--- config.mk ---
export PLATFORM = sky130hd
export DESIGN_NAME = rv_decoder
export DESIGN_NICKNAME = d
export VERILOG_FILES = /design/src/rtl/rv_core_pkg.sv /design/src/rtl/rv_decoder.sv
export SDC_FILE = /design/constraint.sdc
export NUM_CORES = 1
export LEC_CHECK = 0
export BUFFER_PORTS_ARGS = -buffer_cell sky130_fd_sc_hd__buf_4
export CAP_MARGIN = 20
export CELL_PAD_IN_SITES_DETAIL_PLACEMENT = 0
export CELL_PAD_IN_SITES_GLOBAL_PLACEMENT = 1
export CORE_MARGIN = 2
export CORE_UTILIZATION = 20
export DETAILED_ROUTE_END_ITERATION = 7
export PLACE_DENSITY_LB_ADDON = 0.2
export SYNTH_ARGS = -nofsm -noshare
export SYNTH_HDL_FRONTEND = slang
export SYNTH_SLANG_ARGS = --single-unit
--- constraint.sdc ---
create_clock -name vclk -period 1.17
set_input_delay 0.117 -clock vclk [all_inputs]
set_output_delay 0.117 -clock vclk [all_outputs]
set_load 0.1 [all_outputs]
--- src/rtl/rv_core_pkg.sv ---
`default_nettype none

package rv_core_pkg;

  typedef logic [63:0] xlen_t;
  typedef logic [31:0] inst_t;
  typedef logic [4:0]  reg_addr_t;
  typedef logic [2:0]  mem_size_t; // bit 2 of the load/store funct3 set means zero extend

  typedef logic [3:0] alu_op_t;
  localparam alu_op_t ALU_ADD    = 4'd0;
  localparam alu_op_t ALU_SUB    = 4'd1;
  localparam alu_op_t ALU_SLL    = 4'd2;
  localparam alu_op_t ALU_SLT    = 4'd3;
  localparam alu_op_t ALU_SLTU   = 4'd4;
  localparam alu_op_t ALU_XOR    = 4'd5;
  localparam alu_op_t ALU_SRL    = 4'd6;
  localparam alu_op_t ALU_SRA    = 4'd7;
  localparam alu_op_t ALU_OR     = 4'd8;
  localparam alu_op_t ALU_AND    = 4'd9;
  localparam alu_op_t ALU_PASS_B = 4'd10; // lui

  typedef logic [1:0] opa_sel_t;
  localparam opa_sel_t OPA_RS1  = 2'd0;
  localparam opa_sel_t OPA_PC   = 2'd1;
  localparam opa_sel_t OPA_ZERO = 2'd2;

  typedef logic opb_sel_t;
  localparam opb_sel_t OPB_RS2 = 1'b0;
  localparam opb_sel_t OPB_IMM = 1'b1;

  typedef logic [1:0] wb_sel_t;
  localparam wb_sel_t WB_ALU  = 2'd0;
  localparam wb_sel_t WB_LOAD = 2'd1;
  localparam wb_sel_t WB_PC4  = 2'd2;

  typedef logic [1:0] pc_sel_t;
  localparam pc_sel_t PC_SEQ    = 2'd0;
  localparam pc_sel_t PC_BRANCH = 2'd1;
  localparam pc_sel_t PC_JAL    = 2'd2;
  localparam pc_sel_t PC_JALR   = 2'd3;

  // branch funct3 encodings
  typedef logic [2:0] br_cond_t;
  localparam br_cond_t BR_EQ  = 3'b000;
  localparam br_cond_t BR_NE  = 3'b001;
  localparam br_cond_t BR_LT  = 3'b100;
  localparam br_cond_t BR_GE  = 3'b101;
  localparam br_cond_t BR_LTU = 3'b110;
  localparam br_cond_t BR_GEU = 3'b111;

  typedef struct packed {
    alu_op_t   alu_op;
    opa_sel_t  opa_sel;
    opb_sel_t  opb_sel;
    wb_sel_t   wb_sel;
    pc_sel_t   pc_sel;
    br_cond_t  br_cond;
    logic      reg_wen;
    logic      mem_wen;
    logic      mem_ren;
    mem_size_t mem_size;
    logic      ebreak;
  } ctrl_t;

  // one register write per retired instruction
  typedef struct packed {
    logic      wen;
    reg_addr_t rd;
    xlen_t     wdata;
  } commit_t;

endpackage

`default_nettype wire

--- src/rtl/rv_decoder.sv ---
`timescale 1ns/1ps
`default_nettype none

module rv_decoder import rv_core_pkg::*; (
  input  wire inst_t inst_i,
  output ctrl_t      ctrl_o,
  output reg_addr_t  rs1_o,
  output reg_addr_t  rs2_o,
  output reg_addr_t  rd_o,
  output xlen_t      imm_o
);

  localparam logic [6:0] OP_LUI    = 7'b0110111;
  localparam logic [6:0] OP_AUIPC  = 7'b0010111;
  localparam logic [6:0] OP_JAL    = 7'b1101111;
  localparam logic [6:0] OP_JALR   = 7'b1100111;
  localparam logic [6:0] OP_BRANCH = 7'b1100011;
  localparam logic [6:0] OP_LOAD   = 7'b0000011;
  localparam logic [6:0] OP_STORE  = 7'b0100011;
  localparam logic [6:0] OP_IMM    = 7'b0010011;
  localparam logic [6:0] OP_REG    = 7'b0110011;
  localparam logic [6:0] OP_SYSTEM = 7'b1110011;

  localparam inst_t EBREAK_WORD = 32'h0010_0073;

  logic [6:0] opcode;
  logic [2:0] funct3;
  logic       funct7_b5;
  xlen_t      imm_i_fmt;
  xlen_t      imm_s_fmt;
  xlen_t      imm_b_fmt;
  xlen_t      imm_u_fmt;
  xlen_t      imm_j_fmt;

  // sub only exists in the register form
  function automatic alu_op_t alu_from_funct3(input logic [2:0] f3, input logic f7_b5,
                                              input logic is_reg);
    alu_op_t op;
    case (f3)
      3'b000:  op = (is_reg && f7_b5) ? ALU_SUB : ALU_ADD;
      3'b001:  op = ALU_SLL;
      3'b010:  op = ALU_SLT;
      3'b011:  op = ALU_SLTU;
      3'b100:  op = ALU_XOR;
      3'b101:  op = f7_b5 ? ALU_SRA : ALU_SRL; // bit 30 marks sra/srai in both forms
      3'b110:  op = ALU_OR;
      default: op = ALU_AND;
    endcase
    return op;
  endfunction

  assign opcode    = inst_i[6:0];
  assign funct3    = inst_i[14:12];
  assign funct7_b5 = inst_i[30];

  assign rs1_o = inst_i[19:15];
  assign rs2_o = inst_i[24:20];
  assign rd_o  = inst_i[11:7];

  assign imm_i_fmt = {{52{inst_i[31]}}, inst_i[31:20]};
  assign imm_s_fmt = {{52{inst_i[31]}}, inst_i[31:25], inst_i[11:7]};
  assign imm_b_fmt = {{52{inst_i[31]}}, inst_i[7], inst_i[30:25], inst_i[11:8], 1'b0};
  assign imm_u_fmt = {{32{inst_i[31]}}, inst_i[31:12], 12'b0};
  assign imm_j_fmt = {{44{inst_i[31]}}, inst_i[19:12], inst_i[20], inst_i[30:21], 1'b0};

  always_comb begin
    // anything not matched below falls through as a no-op
    ctrl_o          = '0;
    ctrl_o.alu_op   = ALU_ADD;
    ctrl_o.opa_sel  = OPA_RS1;
    ctrl_o.opb_sel  = OPB_IMM;
    ctrl_o.wb_sel   = WB_ALU;
    ctrl_o.pc_sel   = PC_SEQ;
    ctrl_o.br_cond  = funct3;
    ctrl_o.mem_size = funct3;
    imm_o           = imm_i_fmt;

    case (opcode)
      OP_LUI: begin
        ctrl_o.opa_sel = OPA_ZERO;
        ctrl_o.alu_op  = ALU_PASS_B;
        ctrl_o.reg_wen = 1'b1;
        imm_o          = imm_u_fmt;
      end
      OP_AUIPC: begin
        ctrl_o.opa_sel = OPA_PC;
        ctrl_o.reg_wen = 1'b1;
        imm_o          = imm_u_fmt;
      end
      OP_JAL: begin
        ctrl_o.opa_sel = OPA_PC;
        ctrl_o.wb_sel  = WB_PC4;
        ctrl_o.pc_sel  = PC_JAL;
        ctrl_o.reg_wen = 1'b1;
        imm_o          = imm_j_fmt;
      end
      OP_JALR: begin
        ctrl_o.wb_sel  = WB_PC4; // target comes from the ALU adder
        ctrl_o.pc_sel  = PC_JALR;
        ctrl_o.reg_wen = 1'b1;
      end
      OP_BRANCH: begin
        ctrl_o.pc_sel = PC_BRANCH;
        imm_o         = imm_b_fmt;
      end
      OP_LOAD: begin
        ctrl_o.wb_sel  = WB_LOAD;
        ctrl_o.reg_wen = 1'b1;
        ctrl_o.mem_ren = 1'b1;
      end
      OP_STORE: begin
        ctrl_o.mem_wen = 1'b1;
        imm_o          = imm_s_fmt;
      end
      OP_IMM: begin
        ctrl_o.alu_op  = alu_from_funct3(funct3, funct7_b5, 1'b0);
        ctrl_o.reg_wen = 1'b1;
      end
      OP_REG: begin
        ctrl_o.alu_op  = alu_from_funct3(funct3, funct7_b5, 1'b1);
        ctrl_o.opb_sel = OPB_RS2;
        ctrl_o.reg_wen = 1'b1;
      end
      OP_SYSTEM: begin
        ctrl_o.ebreak = (inst_i == EBREAK_WORD); // ecall and friends stay no-ops
      end
      default: begin
      end
    endcase
  end

endmodule

`default_nettype wire

==> impl_metrics.json <==
{
  "n_clock_buffer": 0,
  "rows": 26,
  "crit_chain": "buf_6, and3_4, a31oi_4, and2_4, a21o_4, buf_12",
  "start_util_pct": 20.7,
  "drt_iter0_markers": 17,
  "grt_antenna_before_repair": 0,
  "arrival_ns": 1.21,
  "drt.antenna.violating_nets": 0,
  "crit_path_end": "imm_o[13]",
  "dr.pass1.iters": 4,
  "synth_xor_area_share_pct": 0.822,
  "outcome": "complete, but fails checks",
  "place_ws_ns": -0.298,
  "synthAdderAreaFrac_pct": 0,
  "grt_first_pass_wirelength_um": 7810,
  "first_global_vias": 1533,
  "vias": 1482,
  "synth-warning-count": 0,
  "drc": 0,
  "core_um2": 5140,
  "hold_buffers": 0,
  "fin_ws_ns": -0.157,
  "synthSimpleGateAreaFrac_pct": 31.2,
  "cp.required_ns": 1.05,
  "yosysTopAreaCell": "buf_4",
  "synth_mux_area_share_pct": 0,
  "setup_viol": 34,
  "power_density_nw_per_um2": 703,
  "die_area_um2": 5930,
  "vdd_ir_drop_max_mv": 0.452,
  "power.leakage_nw": 1.50,
  "synth_compound_area_share_pct": 24.1,
  "synth_top_area_share_pct": 40.1,
  "critPathTopFamily": "simple AND/OR/NAND/NOR gates",
  "relSlewSlack_pct": 78.4,
  "wl_um": 4900,
  "synth_cell_types": 31,
  "critPathMaxStageDelay_ns": 0.27,
  "timing.fmax_mhz": 753,
  "cp_num_cells": 6,
  "antenna_cells": 0,
  "crit_fanout": 8,
  "tns_ns": -4.13,
  "path_class": "in2out",
  "netlist_instances": 155,
  "syn_nets": 187,
  "io-pin-count": 132,
  "violations": "negative setup slack",
  "critPathBufInv": 2,
  "syn_area_per_cell_um2": 6.88,
  "layout-drive-gt1-share_pct": 90.1,
  "synth.area.top_cells": "buf_4 (40%), a21o_1 (13%), and2_1 (5.9%)",
  "synth_top_family_by_area": "buffers and inverters",
  "grtUsageTotal_pct": 15.7,
  "nNetsFinal": 316,
  "utilization_pct": 63.2,
  "total_power_mw": 2.28,
  "hold_slack_ns": 0.607,
  "gp_congestion": 0.810,
  "slowest_stage": "and2_4",
  "multi_input_area_um2": 1080,
  "ys_seq_area_share_pct": 0,
  "drt-wirelength-per-cell_um": 13.9,
  "timing.max_cap.violations": 0,
  "viasPerCell": 4.21,
  "die_w_um": 77.0,
  "rsz0062_at_grt": "true",
  "finalCritPeriodShare_pct": 113,
  "hold_violations": 0,
  "dpl_cell_area_um2": 2510,
  "dpl.hpwl_um": 3920,
  "tightestPinTransition_ns": 0.320,
  "port_buffers": 132,
  "worstSetupStartpointType": "input pin",
  "drv_slew": 0,
  "syn2layout_area_growth_pct": 205,
  "placed_cells": 350,
  "instances_no_fill": 352,
  "final_cell_area_um2": 3250,
  "regArea_um2": 0,
  "die_h_um": 77.0,
  "syn_area_um2": 1070,
  "startpoint": "inst_i[1]",
  "hold_path_class": "in2out",
  "grt_start_max_net_pins": 20,
  "worstSetupEndpointType": "primary output",
  "grt_remaining_overflow": 0,
  "fill_cells": 414,
  "seq_cells": 0,
  "fin_crit_ns": 1.33
}
==> kinds of logic (layout without fill, tap and decap cells) <==
logic type,count (synthesis),in the layout
AO/OA/AOI/OAI,36,36
XOR/XNOR,1,1
buffers and inverters,65,192
AND/OR/NAND/NOR,53,53
==> how the worst min path moves through the flow <==
stage,cells past startpoint,to,startpoint,slack (ns)
floorplan,1,ctrl_o[10],inst_i[3],0.34
global placement,2,imm_o[50],inst_i[31],0.65
detailed placement,2,imm_o[55],inst_i[31],0.66
CTS,4,ctrl_o[10],inst_i[3],0.63
global route,2,imm_o[61],inst_i[31],0.62
finish,2,imm_o[61],inst_i[31],0.61
==> synthesized netlist by cell type, drive strengths merged <==
cell	n
a21o	19
a21oi	4
a22o	4
a31oi	1
and2	10
and3	2
and3b	1
buf	60
clkbuf	1
inv	4
nand2	12
nand2b	1
nand3	3
nand3b	2
nand4	1
nand4b	1
nand4bb	1
nor2	7
nor3	4
nor4	7
nor4b	1
o21ai	6
o221ai	1
o31ai	1
xor2	1
==> routing by layer <==
layer | wire, um | GRT usage, % | part of all wire, % | up-vias
li1 | - | - | - | 740
met1 | 1810 | 18.1 | 37 | 671
met2 | 2710 | 31.2 | 55 | 68
met3 | 361 | 2.94 | 7.4 | 3
met4 | 23 | 0.893 | 0.47 | 0
met5 | 0 | 0 | 0 | -
==> what timing repair did <==
action | 4_1_cts | 5_1_grt
buffers inserted | 2 | 2
pin swaps | 9 | 9
gates resized for setup | 164 | 9
endpoints found under the setup margin | 46 | 45
gates cloned | 0 | 1
==> cells in the final DEF (no fill, tap or decap), types with 2 or more instances in the layout <==
cell type  count
nor4_4         2
and2_2         2
and3_4         2
nor2_1         2
nor4_1         5
buf_4        120
o21ai_1        2
nand2_1        7
nand2_4        2
a22o_4         4
o21ai_4        3
and2_4         7
nor3_4         2
inv_1          3
buf_12        44
nand3_4        3
nand3b_1       2
nand2_2        2
a21o_4        19
buf_6         23
nor2_4         4
a21oi_4        3
==> where the power goes <==
group / switching [mW] / leakage, nW / total (mW) / internal, mW
Sequential: 0 / 0 / 0 / 0
Combinational: 1.58 / 1.50 / 2.28 / 0.704
Clock: 0 / 0 / 0 / 0
==> final cells by class <==
type / count / area share, %
multi-input combinational: 90 / 33.2
timing repair buffer: 188 / 63.6
inverter: 4 / 0.578
tap: 70 / 2.70
No activity file was read; power rests on OpenSTA's default activity.
