--- src/rtl/rv_core_pkg.sv ---
`default_nettype none

package rv_core_pkg;

  typedef logic [63:0] xlen_t;
  typedef logic [31:0] inst_t;
  typedef logic [4:0]  reg_addr_t;
  typedef logic [2:0]  mem_size_t; // bit 2 of the load/store funct3 set means zero extend

  typedef logic [3:0] alu_op_t;
  localparam alu_op_t ALU_ADD    = 4'd0;
  localparam alu_op_t ALU_SUB    = 4'd1;
  localparam alu_op_t ALU_SLL    = 4'd2;
  localparam alu_op_t ALU_SLT    = 4'd3;
  localparam alu_op_t ALU_SLTU   = 4'd4;
  localparam alu_op_t ALU_XOR    = 4'd5;
  localparam alu_op_t ALU_SRL    = 4'd6;
  localparam alu_op_t ALU_SRA    = 4'd7;
  localparam alu_op_t ALU_OR     = 4'd8;
  localparam alu_op_t ALU_AND    = 4'd9;
  localparam alu_op_t ALU_PASS_B = 4'd10; // lui

  typedef logic [1:0] opa_sel_t;
  localparam opa_sel_t OPA_RS1  = 2'd0;
  localparam opa_sel_t OPA_PC   = 2'd1;
  localparam opa_sel_t OPA_ZERO = 2'd2;

  typedef logic opb_sel_t;
  localparam opb_sel_t OPB_RS2 = 1'b0;
  localparam opb_sel_t OPB_IMM = 1'b1;

  typedef logic [1:0] wb_sel_t;
  localparam wb_sel_t WB_ALU  = 2'd0;
  localparam wb_sel_t WB_LOAD = 2'd1;
  localparam wb_sel_t WB_PC4  = 2'd2;

  typedef logic [1:0] pc_sel_t;
  localparam pc_sel_t PC_SEQ    = 2'd0;
  localparam pc_sel_t PC_BRANCH = 2'd1;
  localparam pc_sel_t PC_JAL    = 2'd2;
  localparam pc_sel_t PC_JALR   = 2'd3;

  // branch funct3 encodings
  typedef logic [2:0] br_cond_t;
  localparam br_cond_t BR_EQ  = 3'b000;
  localparam br_cond_t BR_NE  = 3'b001;
  localparam br_cond_t BR_LT  = 3'b100;
  localparam br_cond_t BR_GE  = 3'b101;
  localparam br_cond_t BR_LTU = 3'b110;
  localparam br_cond_t BR_GEU = 3'b111;

  typedef struct packed {
    alu_op_t   alu_op;
    opa_sel_t  opa_sel;
    opb_sel_t  opb_sel;
    wb_sel_t   wb_sel;
    pc_sel_t   pc_sel;
    br_cond_t  br_cond;
    logic      reg_wen;
    logic      mem_wen;
    logic      mem_ren;
    mem_size_t mem_size;
    logic      ebreak;
  } ctrl_t;

  // one register write per retired instruction
  typedef struct packed {
    logic      wen;
    reg_addr_t rd;
    xlen_t     wdata;
  } commit_t;

endpackage

`default_nettype wire

--- src/rtl/rv_pc_unit.sv ---
`timescale 1ns/1ps
`default_nettype none

module rv_pc_unit import rv_core_pkg::*; #(
  parameter xlen_t RESET_PC = 64'h8000_0000
) (
  input  wire        clk,
  input  wire        rst_i,
  input  wire ctrl_t ctrl_i,
  input  wire xlen_t rs1_data_i,
  input  wire xlen_t rs2_data_i,
  input  wire xlen_t imm_i,
  input  wire xlen_t alu_result_i,
  output xlen_t      pc_o,
  output xlen_t      pc_plus4_o,
  output logic       halted_o
);

  xlen_t pc_next;
  logic  is_eq;
  logic  is_lt;
  logic  is_ltu;
  logic  taken;

  assign is_eq  = (rs1_data_i == rs2_data_i);
  assign is_lt  = ($signed(rs1_data_i) < $signed(rs2_data_i));
  assign is_ltu = (rs1_data_i < rs2_data_i);

  always_comb begin
    case (ctrl_i.br_cond)
      BR_EQ:   taken = is_eq;
      BR_NE:   taken = !is_eq;
      BR_LT:   taken = is_lt;
      BR_GE:   taken = !is_lt;
      BR_LTU:  taken = is_ltu;
      BR_GEU:  taken = !is_ltu;
      default: taken = 1'b0; // reserved encodings fall through
    endcase
  end

  assign pc_plus4_o = pc_o + 64'd4;

  always_comb begin
    case (ctrl_i.pc_sel)
      PC_BRANCH: pc_next = taken ? (pc_o + imm_i) : pc_plus4_o;
      PC_JAL:    pc_next = pc_o + imm_i;
      PC_JALR:   pc_next = {alu_result_i[63:1], 1'b0};
      default:   pc_next = pc_plus4_o;
    endcase
  end

  always_ff @(posedge clk) begin
    if (rst_i) begin
      pc_o     <= RESET_PC;
      halted_o <= 1'b0;
    end else if (!halted_o) begin
      if (ctrl_i.ebreak) begin
        halted_o <= 1'b1; // pc stays on the ebreak
      end else begin
        pc_o <= pc_next;
      end
    end
  end

endmodule

`default_nettype wire

--- config.mk ---
export PLATFORM = sky130hd
export DESIGN_NAME = rv_pc_unit
export DESIGN_NICKNAME = d
export VERILOG_FILES = /design/src/rtl/rv_core_pkg.sv /design/src/rtl/rv_pc_unit.sv
export SDC_FILE = /design/constraint.sdc
export NUM_CORES = 1
export LEC_CHECK = 0
export BUFFER_PORTS_ARGS = -buffer_cell sky130_fd_sc_hd__buf_2
export CORE_AREA = 2 2 158 160
export DETAILED_ROUTE_END_ITERATION = 8
export DIE_AREA = 0 0 160 162
export GPL_TIMING_DRIVEN = 0
export MAX_ROUTING_LAYER = met4
export PLACE_DENSITY_LB_ADDON = 0.15
export SETUP_SLACK_MARGIN = 0.3
export SLEW_MARGIN = 5
export SYNTH_ARGS = -nofsm -noshare
export SYNTH_HDL_FRONTEND = slang
export SYNTH_SLANG_ARGS = --single-unit
--- constraint.sdc ---
create_clock -name clk -period 5.9 [get_ports clk]
set_input_delay 0.885 -clock clk [delete_from_list [all_inputs] [get_ports clk]]
set_output_delay 0.885 -clock clk [all_outputs]
set_load 0.005 [all_outputs]
==> impl_metrics.tcl, run 1 <==
set metrics [dict create \
    area_delta_synth_final_pct 25.47 \
    crit_fanout 9 \
    tns_ns 0 \
    hold_viol 0 \
    slew_violations 0 \
    post-route-period-util_pct 88.14 \
    hp-start "pc_o[0]" \
    timing.fmax_mhz 192.3 \
    hp-class "reg2reg" \
    grt_pass1_vias 12566 \
    h-tree-depth 3 \
    cts_sinks 65 \
    rr_worst_depth 12 \
    cp.required_ns 5.02 \
    ir_drop_mv 0.1680 \
    crit_path_top_delay_cell "nor4b_2" \
    grt_pass1_wl_um 72920 \
    fin_crit_ns 5.200 \
    synthArstFlopShare_pct 0 \
    cts_hold_buffers 0 \
    dp_slack_ns 0.7258 \
    crit_path_end_kind "primary output" \
    tightest_slew_ns 1.362 \
    clock_tree.root_cell "clkbuf_16" \
    crit_cells 9 \
    core_area_um2 24110 \
    critPathMaxStageDelay_ns 1.12 \
    synth_seq_cells 65 \
    crit_type "reg2out" \
    cts_max_path_buffers 2 \
    clkTransAtPathRegs_ns 0.07 \
    crit_family "simple AND/OR/NAND/NOR gates" \
    utilization_pct 53.75 \
    ys.flop_type "dfxtp_1" \
    antenna_found_initial 1 \
    via_per_inst 6.115 \
    track_usage_pct 37.74 \
    drive_above_1_share_pct 23.81 \
    io-pin-count 408 \
    fin_nets 2268 \
    grt_max_degree 11 \
    ys_seq_area_share_pct 12.60 \
    hold_depth 2 \
    status "complete, no violations" \
    routedWlPerCell_um 22.77 \
    die_x_um 160 \
    maxSlewHeadroom_pct 8.979 \
    synth_edf_count 0 \
    worst_slack_ns 0.6999 \
    syn_inst 1460 \
    cp.buffers_inverters 2 \
    fp.dieH_um 162 \
    layout_common_cells "buf_2 (393), a21oi_1 (161), nand2_1 (149), ha_1 (128), o21ai_0 (95)" \
    start_kind "register" \
    first_iter_violations 1576 \
    synth_fp_nets 1868 \
    cp_cell_sequence "clkbuf_1 -> and4_1 -> nand3_1 -> nor4b_2 -> nand3_1 -> nor2_1 -> and4_1 -> xor2_1 -> buf_2" \
    clkLatencyLatePin_ns 0.36 \
    nFillCells 2532 \
    crit_arrival_ns 4.32 \
    synth_warnings 0 \
    maxCapViolCount 0 \
    cts_buffers 9 \
    io_buffers 389 \
    num_rows 57 \
    dr.pass1.iters 7 \
    avgSynthCellArea_um2 7.074 \
    synth_cell_type_count 88 \
    overflow 0 \
    rsz0062_at_grt "no" \
    p_leak_nw 6.492 \
    r2r_start "pc_o[0]" \
    cts_tree "done" \
    postRouteAntennaNets 0 \
    setup_viol_count_final 0 \
    powerDensity_nw_per_um2 177.3 \
    start_util_pct 42.84 \
    final_common_cell "buf_2" \
    cts_setup_buffers 0 \
    cts_resized 0 \
    drc 0 \
    dp_hpwl_um 39290 \
    place.gp.congestion 1.071 \
    skew_ns 0.009250 \
    crit_start "pc_o[18]" \
    finalWirelength_um 49880 \
    vias 13391 \
    die_area_um2 25920 \
    syn_area_um2 10330 \
]
metrics by stage:
| step | power (mW) | instance area [um2] | std cells | hold slack, ns |
|---|---|---|---|---|
| 2_1_floorplan | 1.270 | 10330 | 1460 | 0.4948 |
| 3_3_place_gp | 1.716 | 12680 | 2173 | 0.5132 |
| 3_5_place_dp | 1.725 | 12680 | 2173 | 0.5252 |
| 4_1_cts | 2.254 | 12950 | 2189 | 0.5351 |
| 5_1_grt | 2.413 | 12960 | 2190 | 0.5961 |
| 6_report | 2.298 | 12960 | 2190 | 0.5433 |
power breakdown:
group	internal (mW)	switching, mW
clock	0.306	0.234
sequential	0.480	0.0812
combinational	0.477	0.720
total	1.26	1.03
cell families after synthesis:
logic type                 share of synthesized area [%]
adders and majority gates                          15.70
DFF                                                12.60
xor gates and xnor gates                           9.753
AOI/OAI and AO/OA                                  32.23
buffers and inverters                              6.263
muxes                                              1.236
and+or+nand+nor                                    22.22
path summary, 6_finish.rpt:
check             slack [ns]             end
hold / removal          0.54         pc_o[0]
setup / recovery        0.70  pc_plus4_o[62]
setup reg to reg        1.10        pc_o[62]
hold reg to reg         0.54         pc_o[0]
synth_stat cells (18+ instances only):
| cell | n | area share [%] |
|---|---|---|
| nand4_1 | 37 | 2.2 |
| and3_1 | 22 | 1.3 |
| dfxtp_1 | 65 | 13 |
| xor2_1 | 50 | 4.2 |
| clkbuf_1 | 54 | 2.0 |
| ha_1 | 128 | 16 |
| o21ai_0 | 95 | 4.6 |
| xnor2_1 | 65 | 5.5 |
| a21oi_1 | 161 | 7.8 |
| o22ai_1 | 18 | 1.1 |
| nor3_1 | 18 | 0.87 |
| nor2_1 | 94 | 3.4 |
| inv_1 | 93 | 3.4 |
| nand2_1 | 149 | 5.4 |
| nand3_1 | 65 | 3.1 |
| and4_1 | 18 | 1.5 |
| a31oi_1 | 22 | 1.3 |
| a21o_1 | 41 | 3.0 |
worst min-delay path, stage by stage (launching register included):
cell and delay (ns):
dfxtp_1 0.35, o21ai_0 0.09, a21oi_1 0.06
registers in the layout (all words and copies together), names as in the netlist:
register	count
pc_o	64
halted_o	1
layer usage:
metal	GRT usage, %	wire, um
met1	45.90	19670
met2	61.73	22610
met3	6.001	5327
met4	17.28	2267
met5	-	0
area by class of cell:
type	count	area (um2)	area share, %
Tap cell	324	405.4	3.129
Timing Repair Buffer	389	1947	15.03
Clock buffer	13	260.3	2.009
Buffer	68	294.0	2.269
Inverter	94	352.8	2.723
Clock inverter	3	15.01	0.1159
Sequential cell	65	1301	10.04
Multi-Input combinational cell	1233	8379	64.67
Antenna cell	1	2.502	0.01931
No activity file was read; power rests on OpenSTA's default activity.
==> run 2: changes to the inputs <==
- BUFFER_PORTS_ARGS: -buffer_cell sky130_fd_sc_hd__buf_2 -> not set
- CORE_AREA: 2 2 158 160 -> 2 2 157 159
- DIE_AREA: 0 0 160 162 -> 0 0 159 161
- DONT_BUFFER_PORTS: not set -> 1
==> run 2 against run 1 <==
Against the previous run: final cell count fell by 18%; design area down 15%; hold slack gained 0.010 ns; critical path type unchanged; critical endpoint unchanged.
==> impl_metrics.tcl, run 2 (synthesized netlist as in run 1, its figures left out) <==
set metrics [dict create \
    status "complete, no violations" \
    vias 11864 \
    hold_viol 0 \
    cts_setup_buffers 0 \
    timing.fmax_mhz 183.7 \
    met3_length_um 5689 \
    drive_above_1_share_pct 3.862 \
    fin_crit_ns 5.444 \
    total_power_mw 2.189 \
    clock_tree.root_cell "clkbuf_16" \
    grt_pass1_wl_um 72310 \
    p_leak_nw 4.812 \
    cts_hold_buffers 0 \
    clkTransAtPathRegs_ns 0.07 \
    clkLatencyLatePin_ns 0.35 \
    skew_ns 0.009593 \
    post-route-period-util_pct 92.27 \
    tns_ns 0 \
    num_rows 57 \
    top_layer "met4" \
    cts_sinks 65 \
    power.share.clock_pct 26.7 \
    m1WireLength_um 19170 \
    drc 0 \
    largest_reg_flops 64 \
    cts_max_path_buffers 2 \
    antenna_found_initial 6 \
    rsz0062_at_grt "no" \
    hp-start "pc_o[0]" \
    top_register "pc_o" \
    largestRegisters "pc_o (64), halted_o (1)" \
    die_area_um2 25600 \
    setup_viol_count_final 0 \
    routedWlPerCell_um 27.69 \
    die_x_um 159 \
    maxSlewHeadroom_pct 5.070 \
    switching_share_pct 46.26 \
    layout_common_cells "a21oi_1 (161), nand2_1 (149), ha_1 (128), o21ai_0 (95), nor2_1 (94)" \
    grt_pass1_vias 11506 \
    maxCapViolCount 0 \
    cts_buffers 9 \
    area_delta_synth_final_pct 6.942 \
    tightest_slew_ns 1.420 \
    fp.dieH_um 161 \
    postRouteAntennaNets 0 \
    post-route-cell-area_um2 11040 \
    start_kind "register" \
    wl_met2_um 22470 \
    core_area_um2 23960 \
    internal-power_mw 1.176 \
    via_per_inst 6.569 \
    dpl-instance-area_um2 10730 \
    cts_tree "done" \
    crit_start "pc_o[2]" \
    io_buffers 0 \
    cp.required_ns 5.02 \
    hp-class "reg2reg" \
    grt_max_degree 13 \
    p_switching_mw 1.012 \
    h-tree-depth 3 \
    crit_fanout 9 \
    power_frac_seq_pct 26.3 \
    overflow 0 \
    powerDensity_nw_per_um2 198.2 \
    dp_hpwl_um 39860 \
    cts_resized 0 \
    slew_violations 0 \
    fin_nets 1879 \
    utilization_pct 46.09 \
    crit_type "reg2out" \
    crit_arrival_ns 4.56 \
    ir_drop_mv 0.1484 \
    start_util_pct 43.10 \
    crit_path_end_kind "primary output" \
    first_iter_violations 1157 \
    io-pin-count 408 \
    final_common_cell "a21oi_1" \
    dr.pass1.iters 8 \
    place.gp.congestion 1.017 \
    r2r_start "pc_o[0]" \
    track_usage_pct 38.70 \
    power_frac_comb_pct 47.1 \
    finalWirelength_um 50010 \
]
## run 2: cell types whose count changed in the layout (fill, tap and decap cells not counted)
cell        change
buf_2         -389
diode_2         +5
clkinvlp_4      +3
clkbuf_1        -2
clkbuf_8        -2
bufinv_16       +1
clkinv_2        -1
clkinv_4        +1
## run 2: critical path, stage by stage (launching register included)
cell	delay (ns)
dfxtp_1	0.64
ha_1	0.33
nand3_1	0.31
nor4b_2	1.26
nand3_1	0.56
nor2_1	0.54
and4_1	0.30
xor2_1	0.26
## run 2: power by group through the flow
| stage | clock network, mW | logic (mW) | registers, mW |
|---|---|---|---|
| floorplan | 0 | 0.725 | 0.545 |
| global placement | 0 | 0.996 | 0.582 |
| detailed placement | 0 | 0.998 | 0.581 |
| CTS | 0.577 | 1.00 | 0.572 |
| global route | 0.592 | 1.12 | 0.580 |
| finish | 0.583 | 1.03 | 0.575 |
## run 2: per-layer routing
layer,global-route usage [%],up-vias
met2,61.28,715
li1,-,5457
met1,44.69,5550
met3,11.68,142
met5,-,-
met4,19.21,0
## run 2: final timing paths
check	slack (ns)	cells past startpoint	endpoint
min	0.55	2	pc_o[0]
max	0.46	7	pc_plus4_o[62]
min reg2reg	0.55	2	pc_o[0]
max reg2reg	1.07	12	pc_o[62]
## run 2: cell type report
type,instances,area [um2]
fill,2597,12920
multi-input combinational,1233,8379
sequential,65,1301
tap,324,405.4
inverter,94,352.8
buffer,68,294.0
clock buffer,9,225.2
clock inverter,7,71.32
antenna,6,15.01
## run 2: per-stage QoR
stage	worst slack [ns]	hold slack (ns)	cells
after global routing	0.4047	0.6277	1806
after detailed placement	0.7719	0.5408	1784
after floorplan	1.955	0.4948	1460
after global placement	0.7893	0.5367	1784
final	0.4560	0.5533	1806
after CTS	0.6412	0.5493	1800
